File: src/obi_pkg.sv
// OBI bus widths and request/response structs, imported by the arbiter, RAM, top level and testbench
`default_nettype none

package obi_pkg;

    // --------------------
    // Bus widths
    // --------------------
    localparam int unsigned OBI_ADDR_WIDTH = 32;
    localparam int unsigned OBI_DATA_WIDTH = 32;
    // One enable per byte lane
    localparam int unsigned OBI_BE_WIDTH   = OBI_DATA_WIDTH / 8;

    // --------------------
    // Request and response structs
    // --------------------

    // Instruction port, read only, so no we/be/wdata
    typedef struct packed {
        logic                      req;
        logic [OBI_ADDR_WIDTH-1:0] addr;
    } obi_ireq_t;

    // Data port request, also the request format at the RAM
    typedef struct packed {
        logic                      req;
        logic                      we;
        logic [OBI_BE_WIDTH-1:0]   be;
        logic [OBI_ADDR_WIDTH-1:0] addr;
        logic [OBI_DATA_WIDTH-1:0] wdata;
    } obi_dreq_t;

    // Shared response, rvalid is never back-pressured
    typedef struct packed {
        logic                      gnt;
        logic                      rvalid;
        logic [OBI_DATA_WIDTH-1:0] rdata;
    } obi_rsp_t;

    // Owner of a granted request
    typedef enum logic {
        PORT_INSTR = 1'b0,
        PORT_DATA  = 1'b1
    } obi_port_e;

endpackage : obi_pkg

`default_nettype wire

File: src/obi_arbiter.sv
// Round-robin OBI arbiter, puts the instruction and data ports onto the one RAM port
`timescale 1ns/1ps
`default_nettype none

module obi_arbiter (
    input  logic               clk_i,
    input  logic               arst_n_i,
    // Manager side
    input  obi_pkg::obi_ireq_t instr_req_i,
    input  obi_pkg::obi_dreq_t data_req_i,
    output obi_pkg::obi_rsp_t  instr_rsp_o,
    output obi_pkg::obi_rsp_t  data_rsp_o,
    // RAM side
    output obi_pkg::obi_dreq_t ram_req_o,
    input  obi_pkg::obi_rsp_t  ram_rsp_i
);

    import obi_pkg::*;

    // Port granted most recently, decides ties
    obi_port_e last_q;
    // Port selected this cycle
    obi_port_e sel;
    // Owner of the request that the RAM answers this cycle
    obi_port_e owner_q;
    // Handshake at the RAM port
    logic      grant;

    // --------------------
    // Port selection
    // --------------------
    always_comb begin
        unique case ({instr_req_i.req, data_req_i.req})
            // Tie goes to the port that was not granted last
            2'b11:   sel = (last_q == PORT_INSTR) ? PORT_DATA : PORT_INSTR;
            2'b10:   sel = PORT_INSTR;
            2'b01:   sel = PORT_DATA;
            // Idle, the choice does not matter
            default: sel = last_q;
        endcase
    end

    // Forward the selected request
    always_comb begin
        if (sel == PORT_DATA) begin
            ram_req_o = data_req_i;
        end else begin
            // Instruction bus is read only, widen to a full-word read
            ram_req_o.req   = instr_req_i.req;
            ram_req_o.we    = 1'b0;
            ram_req_o.be    = '1;
            ram_req_o.addr  = instr_req_i.addr;
            ram_req_o.wdata = '0;
        end
    end

    assign grant = ram_req_o.req & ram_rsp_i.gnt;

    // --------------------
    // Round-robin and owner state
    // --------------------
    always_ff @(posedge clk_i or negedge arst_n_i) begin
        if (!arst_n_i) begin
            // Instruction counts as last, so data wins the first tie
            last_q  <= PORT_INSTR;
            owner_q <= PORT_INSTR;
        end else begin
            if (grant) begin
                last_q <= sel;
            end
            // Only looked at together with the RAM's rvalid
            owner_q <= sel;
        end
    end

    // --------------------
    // Responses back to the managers
    // --------------------
    always_comb begin
        // Grant goes back only to the selected port
        instr_rsp_o.gnt    = grant & (sel == PORT_INSTR);
        data_rsp_o.gnt     = grant & (sel == PORT_DATA);
        // Read data steered by the owner of the previous grant
        instr_rsp_o.rvalid = ram_rsp_i.rvalid & (owner_q == PORT_INSTR);
        data_rsp_o.rvalid  = ram_rsp_i.rvalid & (owner_q == PORT_DATA);
        instr_rsp_o.rdata  = instr_rsp_o.rvalid ? ram_rsp_i.rdata : '0;
        data_rsp_o.rdata   = data_rsp_o.rvalid  ? ram_rsp_i.rdata : '0;
    end

endmodule : obi_arbiter

`default_nettype wire

File: config.mk
export PLATFORM = sky130hd
export DESIGN_NAME = obi_arbiter
export DESIGN_NICKNAME = d
export VERILOG_FILES = /design/src/obi_pkg.sv /design/src/obi_arbiter.sv
export SDC_FILE = /design/constraint.sdc
export NUM_CORES = 1
export LEC_CHECK = 0
export BUFFER_PORTS_ARGS = -buffer_cell sky130_fd_sc_hd__buf_4
export CAP_MARGIN = 25
export CELL_PAD_IN_SITES_DETAIL_PLACEMENT = 0
export CELL_PAD_IN_SITES_GLOBAL_PLACEMENT = 1
export CORE_MARGIN = 4
export CORE_UTILIZATION = 12
export DETAILED_ROUTE_END_ITERATION = 6
export GPL_ROUTABILITY_DRIVEN = 0
export PLACE_DENSITY_LB_ADDON = 0.1
export REMOVE_ABC_BUFFERS = 1
export SLEW_MARGIN = 20
export SYNTH_ARGS = -nofsm -noshare
export SYNTH_HDL_FRONTEND = slang
export SYNTH_SLANG_ARGS = --single-unit
File: constraint.sdc
create_clock -name clk_i -period 1.64 [get_ports clk_i]
set_input_delay 0.082 -clock clk_i [delete_from_list [all_inputs] [get_ports clk_i]]
set_output_delay 0.082 -clock clk_i [all_outputs]
set_load 0.03 [all_outputs]
==> flow_summary.rst <==
.. list-table::
   :header-rows: 1

   * - Metric
     - Value
   * - Data required time at the worst endpoint
     - 1.56 ns
   * - Data arrival at the endpoint of the critical path
     - 1.65 ns
   * - PnR worst setup slack
     - -0.0922 ns
   * - Count of flip-flops with a built-in enable after synthesis
     - 0
   * - Wire length of the first global-routing pass
     - 12.6 mm
   * - Filler cell count in the final layout
     - 1013
   * - Via count of the first global-routing pass
     - 2267
   * - Fraction of power spent switching nets
     - 48.2%
   * - Clock tree root driver cell
     - clkbuf_8
   * - DP Wirelength
     - 8.02 mm
   * - Wire length reported by the detailed router
     - 9.71 mm
   * - # rows
     - 36
   * - Average footprint of a synthesized cell
     - 7.33 µm²
   * - Switching power
     - 1.38 mW
   * - Worst setup skew after layout
     - 0.00308 ns
   * - Antenna diodes
     - 0
   * - Die area
     - 0.0117 mm²
   * - Remaining routing DRC violations
     - 0
   * - Worst-path clk slew
     - 0.03 ns
   * - Total of endpoints with negative setup slack in the final report
     - 56
   * - Final Hold Violating Endpoints
     - 0
   * - RSZ-0062 raised after global routing
     - true
   * - Total power density per cell area
     - 703 mW/mm²
   * - Max-slew violation count
     - 0
   * - Critical Path Start
     - last_q
   * - Share of the yosys chip area belonging to registers
     - 4.16%
   * - Cell-by-cell trace of the critical path
     - nor2b_2, a21oi_4, buf_12, clkbuf_16, mux2_2, buf_6
   * - Port buffer count
     - 276
   * - Total GRT Usage
     - 14.1%
   * - Slowest stage cell on the critical path
     - dfrtp_1
   * - Portion of total power attributed to the clock network
     - 6.7%
   * - Biggest fanout along the worst timing path
     - 8
   * - Reg2reg end
     - owner_q
   * - Core occupancy in the finished layout
     - 41.8%
   * - Max-Cap Viols
     - 0
   * - Delay contributed by the slowest stage of the critical path
     - 0.41 ns
   * - H-tree depth reported by CTS
     - 1
   * - Share of cells above drive strength 1
     - 79.4%
   * - Mean number of vias per cell
     - 4.06
   * - Number of clock sinks
     - 2
   * - Highest Clock Rate
     - 577 MHz
   * - Non-filler cells, final
     - 579
   * - Grt ovf
     - 0
   * - Logic depth of the worst register-to-register path
     - 7
   * - Yosys warning count
     - 0
   * - Internal power
     - 1.49 mW
   * - Core Box Area
     - 0.00977 mm²
   * - Share of flip-flops with an asynchronous set or reset
     - 100%
   * - Most instantiated library cell after synthesis
     - nor2b_1
   * - Type of origin of the critical path
     - flip-flop
   * - Design area
     - 0.00408 mm²
   * - Maximum number of pins on one net before global-route repair
     - 34
   * - Top_reg_cell synth
     - dfrtp_1
   * - # placed instances
     - 565
   * - Clock Latency Late Sink
     - 0.21 ns
   * - Worst Tran Pin Value
     - 0.261 ns
   * - Post-route fraction of the period consumed by the critical path
     - 106%
   * - Routed via count
     - 2349
   * - Lkg Pwr
     - 2.30 nW
   * - Register-to-register setup slack
     - 0.33 ns
   * - Cell area reported after detailed placement
     - 0.00344 mm²
   * - Post-synthesis instance area
     - 0.00120 mm²
   * - Total clock buffers created by CTS
     - 3
   * - Post-route total power
     - 2.87 mW
   * - Leading cell types by count after synthesis
     - nor2b_1 (35), and2_1 (33), and3_1 (32), mux2_2 (32), clkbuf_1 (9)
   * - Violations in the final reports
     - setup timing
   * - Start-to-end type of the worst setup path
     - flip-flop to output pin
   * - TritonCTS clock tree
     - built
   * - Initial standard-cell utilization of the core
     - 12.3%
   * - Sort of element at the end of the critical path
     - output pin
   * - Starting DRT DRC Count
     - 85
   * - Number of top-level pins
     - 277
   * - Flop pwr share
     - 2.4%
   * - Die boundary width
     - 108 µm
   * - Worst Setup Slack post-DPL
     - 0.0523 ns
   * - Cell types occupying the most area after synthesis
     - mux2_2 (30%), nor2b_1 (18%), and2_1 (17%)
   * - Reg-to-reg startpoint
     - last_q
   * - Routed Antenna Nets
     - 0
   * - Flops & latches, synth
     - 2
   * - Portion of total power attributed to combinational logic
     - 90.9%
   * - Worst-case clock buffer depth
     - 2
   * - Worst slew slack as a fraction of its limit
     - 82.6%
   * - Run status
     - finished with violations
   * - Path type of the worst min-delay path
     - input port to flip-flop
   * - Post-detailed-route wirelength per cell
     - 16.8 µm
   * - First-pass DRT Iterations
     - 4
   * - Die Height
     - 108 µm
   * - Fin crit period
     - 1.73 ns
   * - Initial antenna violation count
     - 0
   * - Setup crit end
     - ram_req_o[51]
   * - Largest area contributor in the netlist
     - mux2_2
   * - Worst vdd ir
     - 0.000330 V
   * - Layout overhead on the synthesized area
     - 239%
   * - Top-area cell type share of the netlist area
     - 30.0%
   * - Instance count of the mapped netlist
     - 164
   * - Fin nets
     - 587
   * - Distinct cells, synth
     - 15
-- critical path: cells and delay by family, from the launching register on --
kind / cells / cell delay [ns]
buf+inv: 3 / 0.46
simple gates: 1 / 0.08
compound gates: 1 / 0.14
flops: 1 / 0.41
mux: 1 / 0.34
-- cells by family (layout without fill, tap and decap cells) --
group / count (synthesis) / count (layout) / share of synthesized area, %
AOI/OAI and AO/OA: 3 / 3 / 1.56
DFF: 2 / 2 / 4.16
muxes: 32 / 32 / 30.0
and+or+nand+nor: 109 / 109 / 55.9
buffers and inverters: 18 / 300 / 8.43
-- power by group through the flow --
stage	Combinational (mW)	Clock [mW]	Sequential, mW
floorplan	1.14	0	0.0839
global placement	2.15	0	0.0702
detailed placement	2.14	0	0.0712
CTS	2.40	0.197	0.0692
global route	2.73	0.203	0.0705
finish	2.61	0.192	0.0693
-- cell usage in the layout (no fill, tap or decap), types with 2 or more instances in the layout --
cell type / count
buf_6: 57
or2_4: 4
mux2_2: 19
clkbuf_8: 3
nand2_1: 3
and2_1: 33
buf_4: 229
buf_12: 4
and3_1: 32
nor2b_1: 16
mux2_4: 13
dfrtp_1: 2
nor2b_4: 18
clkbuf_16: 2
inv_1: 2
-- registers in the layout, summed over array words and instances, names as in the netlist --
signal and count:
owner_q 1, last_q 1
-- timing repair --
action,4_1_cts,5_1_grt
endpoints found under the setup margin,49,65
resized for setup,47,61
hold endpoints to repair,2,0
buffers inserted,5,2
gates cloned,2,2
hold buffers,1,0
-- stage by stage --
step           setup TNS (ns)  hold slack [ns]
2_1_floorplan          -88.61           -0.214
3_3_place_gp                0           -0.128
3_5_place_dp                0           -0.126
4_1_cts                 -2.77            0.183
5_1_grt                 -5.61            0.206
6_report                -2.83            0.183
-- worst min-delay path by stage --
| stage | start | end | slack, ns | depth (start not counted) |
|---|---|---|---|---|
| 6_report | ram_rsp_i[33] | last_q | 0.18 | 3 |
| 5_1_grt | arst_n_i | last_q | 0.21 | 2 |
| 4_1_cts | ram_rsp_i[33] | last_q | 0.18 | 3 |
| 3_5_place_dp | arst_n_i | last_q | -0.13 | 1 |
| 3_3_place_gp | arst_n_i | last_q | -0.13 | 1 |
| 2_1_floorplan | arst_n_i | last_q | -0.21 | 0 |
-- per-layer routing --
layer	track usage [%]	vias to the layer above	share of wire (%)
met2	28.2	168	55
met3	6.63	14	14
li1	-	1111	-
met4	4.51	0	2.6
met5	0	-	0
met1	12.1	1056	28
-- layout make-up --
type                       instances  area, µm²  share of cell area [%]
clock buffer                       3       41.3                    1.01
inverter                           2       7.51                   0.184
multi-input combinational        144       1250                    30.7
sequential                         2       50.0                    1.23
tap                              133        166                    4.08
timing repair buffer             295       2560                    62.8
(Power assumes the default switching activity.)
