<file path="config.mk">
export PLATFORM = sky130hd
export DESIGN_NAME = irq_merge
export DESIGN_NICKNAME = d
export VERILOG_FILES = /design/src/irq_pkg.sv /design/src/irq_merge.sv
export SDC_FILE = /design/constraint.sdc
export NUM_CORES = 1
export LEC_CHECK = 0
export ABC_AREA = 1
export ABC_CLOCK_PERIOD_IN_PS = 3300
export BUFFER_PORTS_ARGS = -buffer_cell sky130_fd_sc_hd__buf_2
export CAP_MARGIN = 20
export CORE_UTILIZATION = 47
export DETAILED_ROUTE_END_ITERATION = 7
export PLACE_DENSITY = 0.95
export REMOVE_ABC_BUFFERS = 1
export SYNTH_ARGS = -nofsm -noshare
export SYNTH_HDL_FRONTEND = slang
export SYNTH_SLANG_ARGS = --single-unit
</file>
<file path="constraint.sdc">
create_clock -name clk_i -period 3.3 [get_ports clk_i]
set_input_delay 0.495 -clock clk_i [delete_from_list [all_inputs] [get_ports clk_i]]
set_output_delay 0.495 -clock clk_i [all_outputs]
set_load 0.02 [all_outputs]
</file>
<file path="src/irq_pkg.sv">
// Interrupt line count and id types, imported by the interrupt block, top level and testbench
`default_nettype none

package irq_pkg;

    // --------------------
    // Interrupt sizing
    // --------------------

    // Lines per source, both sources have the same count
    localparam int unsigned IRQ_NUM      = 32;
    // Enough bits to index any line
    localparam int unsigned IRQ_ID_WIDTH = $clog2(IRQ_NUM);

    // One bit per interrupt line
    typedef logic [IRQ_NUM-1:0] irq_vec_t;

    // Index of a single line
    typedef logic [IRQ_ID_WIDTH-1:0] irq_id_t;

endpackage : irq_pkg

`default_nettype wire

</file>
<file path="src/irq_merge.sv">
// Merges the external and virtual-peripheral interrupts and debug requests for the core
`timescale 1ns/1ps
`default_nettype none

module irq_merge (
    input  logic              clk_i,
    input  logic              arst_n_i,
    // Interrupt sources
    input  irq_pkg::irq_vec_t irq_ext_i,
    input  irq_pkg::irq_vec_t irq_vp_i,
    // Acknowledge from the core
    input  logic              irq_ack_i,
    input  irq_pkg::irq_id_t  irq_ack_id_i,
    // Merged pending state
    output irq_pkg::irq_vec_t irq_pending_o,
    output logic              irq_valid_o,
    output irq_pkg::irq_id_t  irq_id_o,
    // Debug request sources and merged request
    input  logic              debug_ext_i,
    input  logic              debug_vp_i,
    output logic              debug_req_o
);

    import irq_pkg::*;

    irq_vec_t pending_q, pending_d;
    irq_id_t  id_q, id_d;
    logic     valid_q;
    logic     debug_q;

    // --------------------
    // Next pending set
    // --------------------
    always_comb begin
        pending_d = pending_q;
        // Acknowledge first
        if (irq_ack_i) begin
            pending_d[irq_ack_id_i] = 1'b0;
        end
        // then set wins over the clear
        pending_d = pending_d | irq_ext_i | irq_vp_i;
    end

    // Priority encoder, highest line wins as it is assigned last
    always_comb begin
        id_d = '0;
        for (int i = 0; i < IRQ_NUM; i++) begin
            if (pending_d[i]) begin
                id_d = irq_id_t'(i);
            end
        end
    end

    // --------------------
    // State
    // --------------------
    always_ff @(posedge clk_i or negedge arst_n_i) begin
        if (!arst_n_i) begin
            pending_q <= '0;
            id_q      <= '0;
            valid_q   <= 1'b0;
            debug_q   <= 1'b0;
        end else begin
            pending_q <= pending_d;
            id_q      <= id_d;
            valid_q   <= |pending_d;
            debug_q   <= debug_ext_i | debug_vp_i;
        end
    end

    assign irq_pending_o = pending_q;
    assign irq_valid_o   = valid_q;
    assign irq_id_o      = id_q;
    assign debug_req_o   = debug_q;

endmodule : irq_merge

`default_nettype wire

</file>
==> impl.org, run 1 <==
** Run status
- The flow ran to the end, and the final reports show no timing, DRC or antenna violations.

** Global route
- The layer flagged by global routing as most heavily used is met2.
- Tot GR Track Use :: 23.8%
- Global route overflow :: 0
- Wire length of the first global-routing pass :: 7.78 mm
- Global routing consumed, on the met3 layer, 7.71% of the routing resources.
- Global routing used 26.0% of the available met1 tracks.
- Maximum number of pins on one net before global-route repair :: 40
- Met2 usage in global routing :: 43.6%
- Antenna violations before repair :: 0
- The via count of the first global-routing pass was 1,910.

** Floorplan
- In this run the horizontal extent of the chip is 66.7 µm.
- FP Rows :: 23
- Die boundary height :: 66.7 µm
- Die outline area :: 0.00445 mm²
- The total area inside the core boundary comes to 0.00400 mm².
- Initial Util :: 49.2%
- 113 I/O pins were placed.

** Worst setup path
- By startpoint and endpoint, the worst setup path is classified as primary input to flip-flop.
- Highest net fanout along the worst path :: 8
- Worst reg2reg setup slack :: 1150 ps
- Launch point of the worst reg-to-reg path :: irq_pending_o[2]
- Element type at the critical path start :: primary input
- STA puts the critical path data arrival time at 2660 ps.
- The worst register-to-register path ends at irq_id_o[0].
- Nature of the critical path endpoint :: flip-flop
- For the worst flop-to-flop path, the logic depth is 33.
- The largest individual stage delay along the critical path comes from the cell sky130_fd_sc_hd__o21ai_1.
- Most common cell type on the critical path :: sky130_fd_sc_hd__nand2_1
- In this design, the stage delay of the slowest critical-path cell is 240 ps.
- Endpoint required time on the critical path :: 3490 ps

** Cells and area
- The library cell used most frequently in the layout, excluding fill and tap cells, is sky130_fd_sc_hd__buf_2.
- Top library cells by usage in the layout, fill and taps aside :: sky130_fd_sc_hd__buf_2 (112), sky130_fd_sc_hd__nand2_1 (82), sky130_fd_sc_hd__nor2_1 (50), sky130_fd_sc_hd__inv_1 (42), sky130_fd_sc_hd__dfrtp_1 (39)
- The repair_antennas step left the layout with diodes totalling 0.
- For this run, the post-layout net count is 463.
- In the final layout, the share of cells above drive strength 1 is 34.1%.
- Post-layout utilization of the core :: 68.3%
- Leaving out filler cells and counting taps, the final layout contains 440.
- Area Growth Syn to Fin :: 38.8%

** Clock network
- Count of buffers added by post-CTS timing repair for setup :: 0
- Number of sinks driven by the clock tree :: 39
- The clock tree synthesis step divided the H-tree into 2 levels.
- Root cell of the clock tree :: sky130_fd_sc_hd__clkbuf_8
- Inserted Clock Buffers :: 5
- Insertion delay to the later sink of the worst-skew pair :: 300 ps
- Clock-pin slew was measured on the worst setup and hold paths at 80 ps.
- Number of gates resized after cts :: 0
- Longest Clk Path Bufs :: 2
- For this design, the CTS-stage hold fixing added 0 buffers.
- Clock tree from TritonCTS :: yes

** Routing
- After detailed routing, the number of vias per cell comes to 4.77.
- DRC Markers :: 0
- After the first detailed-routing iteration, the DRC count stood at 78.
- Once detail routing completed, the nets flagged for antenna violations numbered 0.
- Post-detailed-route wirelength per cell :: 11.6 µm
- DR pass1 iterations :: 6
- Detailed routing inserted a total of 2,099 vias.
- After detailed routing, the total wire length is 5.11 mm.

** Synth
- Sequential area share after synthesis :: 49.6%
- Ys Warns :: 0
- Counting every instance in the synthesized netlist gives 269.
- Synthesized cell area :: 0.00197 mm²
- Per-instance average area after synthesis :: 7.32 µm²
- Distinct cell type count of the synthesized netlist :: 21
- Total of flip-flops plus latches after synthesis :: 39

** STA
- The worst pin sits at a relative slew slack of 43.6%.
- RSZ-0062 raised after global routing :: no
- After layout, the minimum clock period comes to 2470 ps.
- At the pin with the least slew margin, the transition time is 846 ps.
- After layout, the worst path uses 74.8% of the clock period.
- Final Max Tran Viols :: 0
- Setup skew after layout :: 9.16 ps
- Setup violations remaining at the end of the flow were counted as 0.
- Static timing analysis puts the maximum clock frequency at 0.405 GHz.
- Setup total negative slack :: 0 ps
- Count of final hold-check violations :: 0

** Placement
- Routability-driven placement finished with a final weighted congestion of 0.851.
- Port bufs :: 112
- Instance count after placement with tap cells included :: 432
- Sum of net half-perimeters after detailed placement :: 4.05 mm

** Power
- Peak VDD IR :: 0.225 mV
- In this run the power density over the cells is 381 mW/mm².
- The analysis attributes to cell leakage a power of 0.00129 µW.

** Flow run
- Number of max-cap violations :: 0

** Min path
- The min-delay analysis places its worst path in the category primary input to asynchronous set/reset pin.
## state kept, by name, indices dropped and copies added, names as in the netlist
register / count
irq_pending_o: 32
irq_id_o: 5
debug_req_o: 1
irq_valid_o: 1
## final cells by class
class	instances	area [µm²]
Fill cell	336	1270
Sequential cell	39	976
Multi-Input combinational cell	187	831
Timing Repair Buffer	113	568
Inverter	43	161
Clock buffer	6	72.6
Tap cell	50	62.6
Clock inverter	2	60.1
## cell families after synthesis
group	Yosys count	synth area share [%]
AO/OA/AOI/OAI	34	9.22
buffers and inverters	43	8.20
flip-flops	39	49.6
AND/OR/NAND/NOR	153	33.0
## how the worst max path moves through the flow
stage | from | to | slack, ps | depth (start not counted)
global placement | irq_ack_id_i[1] | irq_id_o[0] | 590 | 35
CTS | irq_ack_id_i[1] | irq_id_o[0] | 850 | 35
finish | irq_ack_id_i[1] | irq_id_o[0] | 830 | 35
detailed placement | irq_ack_id_i[1] | irq_id_o[0] | 550 | 35
global route | irq_ack_id_i[1] | irq_id_o[0] | 500 | 35
floorplan | irq_ack_id_i[3] | irq_id_o[0] | 970 | 33
## critical path, delay by kind of cell
family / cells / cell delay, ps
AO/OA/AOI/OAI: 1 / 240
buffers and inverters: 2 / 200
AND/OR/NAND/NOR: 32 / 1700
## report_power, final
part           leakage, µW  total [µW]  switching (µW)  internal [µW]
Sequential        0.000344         481           0.962            480
Combinational     0.000879        95.3            52.0           43.3
Clock            0.0000654         463             161            302
Total              0.00129        1040             214            825
## synthesized netlist by cell type
cell type,count,share of area [%]
sky130_fd_sc_hd__a31oi_1,1,0.32
sky130_fd_sc_hd__dfrtp_1,39,50
sky130_fd_sc_hd__inv_1,42,8.0
sky130_fd_sc_hd__inv_2,1,0.19
sky130_fd_sc_hd__nand2_1,82,16
sky130_fd_sc_hd__nand2_2,2,0.64
sky130_fd_sc_hd__nand3_1,1,0.25
sky130_fd_sc_hd__nand3_2,3,1.5
sky130_fd_sc_hd__nand4_1,1,0.32
sky130_fd_sc_hd__nor2_1,50,9.5
sky130_fd_sc_hd__nor2_2,1,0.32
sky130_fd_sc_hd__nor2_4,2,1.1
sky130_fd_sc_hd__nor3_1,6,1.5
sky130_fd_sc_hd__nor3_4,1,0.83
sky130_fd_sc_hd__nor4_1,1,0.32
sky130_fd_sc_hd__o21a_1,2,0.76
sky130_fd_sc_hd__o21ai_0,27,6.9
sky130_fd_sc_hd__o21ai_1,2,0.51
sky130_fd_sc_hd__o21bai_1,1,0.38
sky130_fd_sc_hd__o31ai_1,1,0.38
sky130_fd_sc_hd__or2_2,3,0.95
## metal layers
layer	vias up	part of all wire, %
met4	0	0.90
met3	5	9.2
met2	92	49
met1	940	41
li1	1062	-
met5	-	0
## through the flow
stage	power, µW	worst slack (ps)	hold WS, ps	instance area, µm²
6_report	1040	832	303	2730
5_1_grt	1080	503	374	2730
4_1_cts	1050	852	324	2730
3_5_place_dp	586	554	520	2600
3_3_place_gp	584	591	501	2600
2_1_floorplan	521	970	199	1970
Note: power is estimated with default switching activity, not from simulation.
==> inputs of run 2 (changes only) <==
--- a/config.mk
+++ b/config.mk
@@ -6,12 +6,12 @@
 export NUM_CORES = 1
 export LEC_CHECK = 0
 export ABC_AREA = 1
-export ABC_CLOCK_PERIOD_IN_PS = 3300
+export ABC_CLOCK_PERIOD_IN_PS = 2100
 export BUFFER_PORTS_ARGS = -buffer_cell sky130_fd_sc_hd__buf_2
 export CAP_MARGIN = 20
-export CORE_UTILIZATION = 47
+export CORE_UTILIZATION = 39
 export DETAILED_ROUTE_END_ITERATION = 7
-export PLACE_DENSITY = 0.95
+export PLACE_DENSITY = 0.86
 export REMOVE_ABC_BUFFERS = 1
 export SYNTH_ARGS = -nofsm -noshare
 export SYNTH_HDL_FRONTEND = slang
==> constraint.sdc (replaced) <==
create_clock -name clk_i -period 2.1 [get_ports clk_i]
set_input_delay 0.315 -clock clk_i [delete_from_list [all_inputs] [get_ports clk_i]]
set_output_delay 0.315 -clock clk_i [all_outputs]
set_load 0.02 [all_outputs]
==> impl.org, run 2 (synthesis gave the netlist of run 1 again) <==
** Run status
- Status :: finished, violations left
- The checks that failed: setup timing.

** Cells and area
- Final cell area excluding filler cells :: 0.00296 mm² (+8.2%)
- The fraction of layout instances using a drive strength above 1 is 40.0% (+5.8 points).
- Number of nets in the final layout :: 487 (+5.2%)
- Max FFs per register :: 32 (unchanged)
- FF+latch area :: 976 µm² (unchanged)
- Number of filler instances in the final layout :: 432 (+29%)
- Leaving out fill and tap cells, the most frequent cell in the layout is sky130_fd_sc_hd__buf_2.
- The library cells used most frequently in the layout, excluding fill and tap cells, are sky130_fd_sc_hd__buf_2 (111), sky130_fd_sc_hd__nand2_1 (81), sky130_fd_sc_hd__nor2_1 (47), sky130_fd_sc_hd__inv_1 (40), sky130_fd_sc_hd__dfrtp_1 (39).
- The number of antenna diodes was 0 (unchanged).
- Final Instance Count excl. Fillers :: 480 (+9.1%)
- Area of combinational cells with multiple inputs :: 878 µm² (+5.7%)
- Compared with the post-synthesis result, the final layout area differs by 50.2%.

** Routing
- Number of routed nets with antenna violations :: 0 (unchanged)
- The wire length per cell after detailed routing is 11.9 µm (+2.7%).
- The post-route DRC violation count was 0 (unchanged).
- Via count :: 2,199 (+4.8%)
- The routed via count divided by cell count came to 4.58 (-4.0%).
- The DRC marker count from the first detailed-route iteration is 151 (+94%).
- Final WL :: 5.73 mm (+12%)
- The count of TritonRoute iterations in the first routing pass is 4 (-2).

** Worst setup path
- Endpoint required time on the critical path :: 2290 ps (-1200 ps)
- Delay of the slowest cell on the worst path :: 200 ps (-40 ps)
- Highest net fanout along the worst path :: 4 (-4)
- The data arrival time of the critical path is 2330 ps (-330 ps).
- Critical path class :: primary input to flip-flop
- Most common cell type on the critical path :: sky130_fd_sc_hd__nand2_1
- Element type at the critical path start :: primary input
- For this design, the slowest cell found on the critical path is sky130_fd_sc_hd__o21a_1.
- The worst setup path is captured at a flip-flop.

** Placement
- The half-perimeter wire length after placement was 4.62 mm (+14%).
- The number of input and output port buffers inserted was 112 (unchanged).
- The placed cell count was 473 (+9.5%).
- Setup WS pre-CTS :: -465 ps (-1020 ps)
- Total placed instance area :: 0.00280 mm² (+7.8%)
- The final weighted congestion in routability-driven placement is 0.885 (+4.0%).

** Clock network
- The tree is rooted in a sky130_fd_sc_hd__clkbuf_8.
- Clock-pin transition on the worst setup and hold timing paths :: 70 ps (about the same)
- The number of buffers between clock root and the deepest sink came to 2 (unchanged).
- Count of buffers added by post-CTS timing repair for setup :: 0 (unchanged)
- Clock tree from TritonCTS :: yes
- Insertion delay to the later sink of the worst-skew pair :: 290 ps (about the same)
- The H-tree level count came to 2 (unchanged).
- The TritonCTS sink count came to 39 (unchanged).
- The hold buffer count at CTS came to 0 (unchanged).
- Inserted Clock Buffers :: 5 (unchanged)

** Global route
- The number of antenna violations at the first check in global routing came to 0 (unchanged).
- Via count of the first global-routing pass :: 2,077 (+8.7%)
- Tot GR Track Use :: 22.4% (-1.4 points)
- The aggregate global routing overflow is 0 (unchanged).
- The global-route wire length before repair came to 8.93 mm (+15%).
- The largest net degree at the start of global routing is 40 (unchanged).

** Power
- The register share of total power is 49.0% (+2.7 points).
- The internal power contribution came to 1190 µW (+44%).
- The worst vdd rail ir drop was 0.263 mV (+17%).
- Combinational share of power :: 11.6% (+2.4 points)
- The reported net switching power came to 355 µW (+66%).
- The portion of total power attributed to the clock network was 39.3% (-5.3 points).
- Fraction of power spent switching nets :: 23.0% (+2.4 points)
- Total leakage power :: 0.00140 µW (+8.5%)
- The total power per unit cell area is 521 mW/mm² (+37%).

** STA
- The total of endpoints with negative setup slack in the final report is 1 (+1).
- The transition time of the tightest slew-check pin came to 865 ps (+18.4 ps).
- Worst hold slack across all endpoints :: 128 ps (-175 ps)
- The minimum setup slack in the final design came to -33.5 ps (-866 ps).
- Share of the cycle needed by the critical path after routing :: 102%
- Final Max Tran Viols :: 0 (unchanged)
- Setup repair after global routing could not meet its margin everywhere.
- The routed design could run at a clock period as short as 2130 ps.
- The normalized max-slew margin came to 42.4% (-1.2 points).
- Highest clock rate :: 0.469 GHz
- The count of final hold-check violations is 0 (unchanged).
- Setup skew after layout :: 3.31 ps (-5.85 ps)

** Floorplan
- The number of standard-cell rows in the floorplan came to 25 (+8.7%).
- The full die area was 0.00533 mm² (+20%).
- Die boundary height :: 73.0 µm (+9.5%)
- The I/O pin count is 113 (unchanged).
- The initial cell density of the core was 41.1% (-8.1 points).
- Horizontal die dimension :: 73.0 µm (+9.5%)
- The area of the placeable core came to 0.00479 mm² (+20%).

** Min path
- The tightest min-delay check is of the primary input to asynchronous set/reset pin type.

** Flow run
- The max-cap check violation count was 0 (unchanged).
-- run 2: cell count changes in the layout (fill, tap and decap cells not counted), moves of 2 or more --
| cell | before | now |
|---|---|---|
| sky130_fd_sc_hd__buf_4 | 1 | 25 |
| sky130_fd_sc_hd__inv_1 | 42 | 40 |
| sky130_fd_sc_hd__inv_2 | 1 | 3 |
| sky130_fd_sc_hd__nand3_4 | 0 | 2 |
| sky130_fd_sc_hd__nor2_1 | 50 | 47 |
| sky130_fd_sc_hd__nor2_2 | 1 | 3 |
| sky130_fd_sc_hd__o21ai_1 | 2 | 0 |
| sky130_fd_sc_hd__o21ai_2 | 0 | 2 |
-- run 2: power by group through the flow --
stage / Clock, µW / Combinational [µW] / Sequential, µW
after global routing: 659 / 198 / 756
after global placement: 0 / 166 / 771
after floorplan: 0 / 42.4 / 776
after CTS: 622 / 175 / 756
final: 606 / 179 / 756
after detailed placement: 0 / 170 / 771
-- run 2: worst max-delay path: cells and delay by family --
family,cells,cell delay [ps]
and+or+nand+nor,32,1680
AOI/OAI and AO/OA,1,200
buffers and inverters,1,130
-- run 2: timing repair --
item | in CTS | in global routing
setup endpoints to repair | 1 | 1
pin swaps | 0 | 1
resized for setup | 8 | 7
-- run 2: final cells by class --
type | count | area share (%)
Inverter | 43 | 5.46
Timing Repair Buffer | 137 | 25.5
Multi-Input combinational cell | 187 | 29.7
Clock buffer | 6 | 2.45
Clock inverter | 1 | 1.02
Tap cell | 67 | 2.84
Sequential cell | 39 | 33.0
-- run 2: metrics by stage --
step           setup TNS (ps)  utilization [%]  power, µW
2_1_floorplan           -49.8                -        818
5_1_grt                  -350             61.8       1610
3_3_place_gp             -490             58.5        936
3_5_place_dp             -617             58.5        941
4_1_cts                 -25.4             61.2       1550
6_report                -33.5             61.8       1540
-- run 2: per-layer routing --
metal	vias to the layer above	wire [µm]	track usage, %
met5	-	0	0
met4	0	68	7.41
met3	6	459	5.66
met2	109	2780	38.9
met1	972	2420	26.9
li1	1112	-	-
-- run 2: path summary, 6_finish.rpt --
check                             startpoint                end  slack [ps]  depth (start not counted)
max in group asynchronous           arst_n_i  irq_pending_o[13]        1420                          1
min in group clk_i               debug_ext_i        debug_req_o         200                          2
min reg2reg                irq_pending_o[23]  irq_pending_o[23]         550                          2
max reg2reg                 irq_pending_o[3]        irq_id_o[0]          20                         31
min                                 arst_n_i  irq_pending_o[21]         130                          1
max                          irq_ack_id_i[4]        irq_id_o[0]         -30                         34
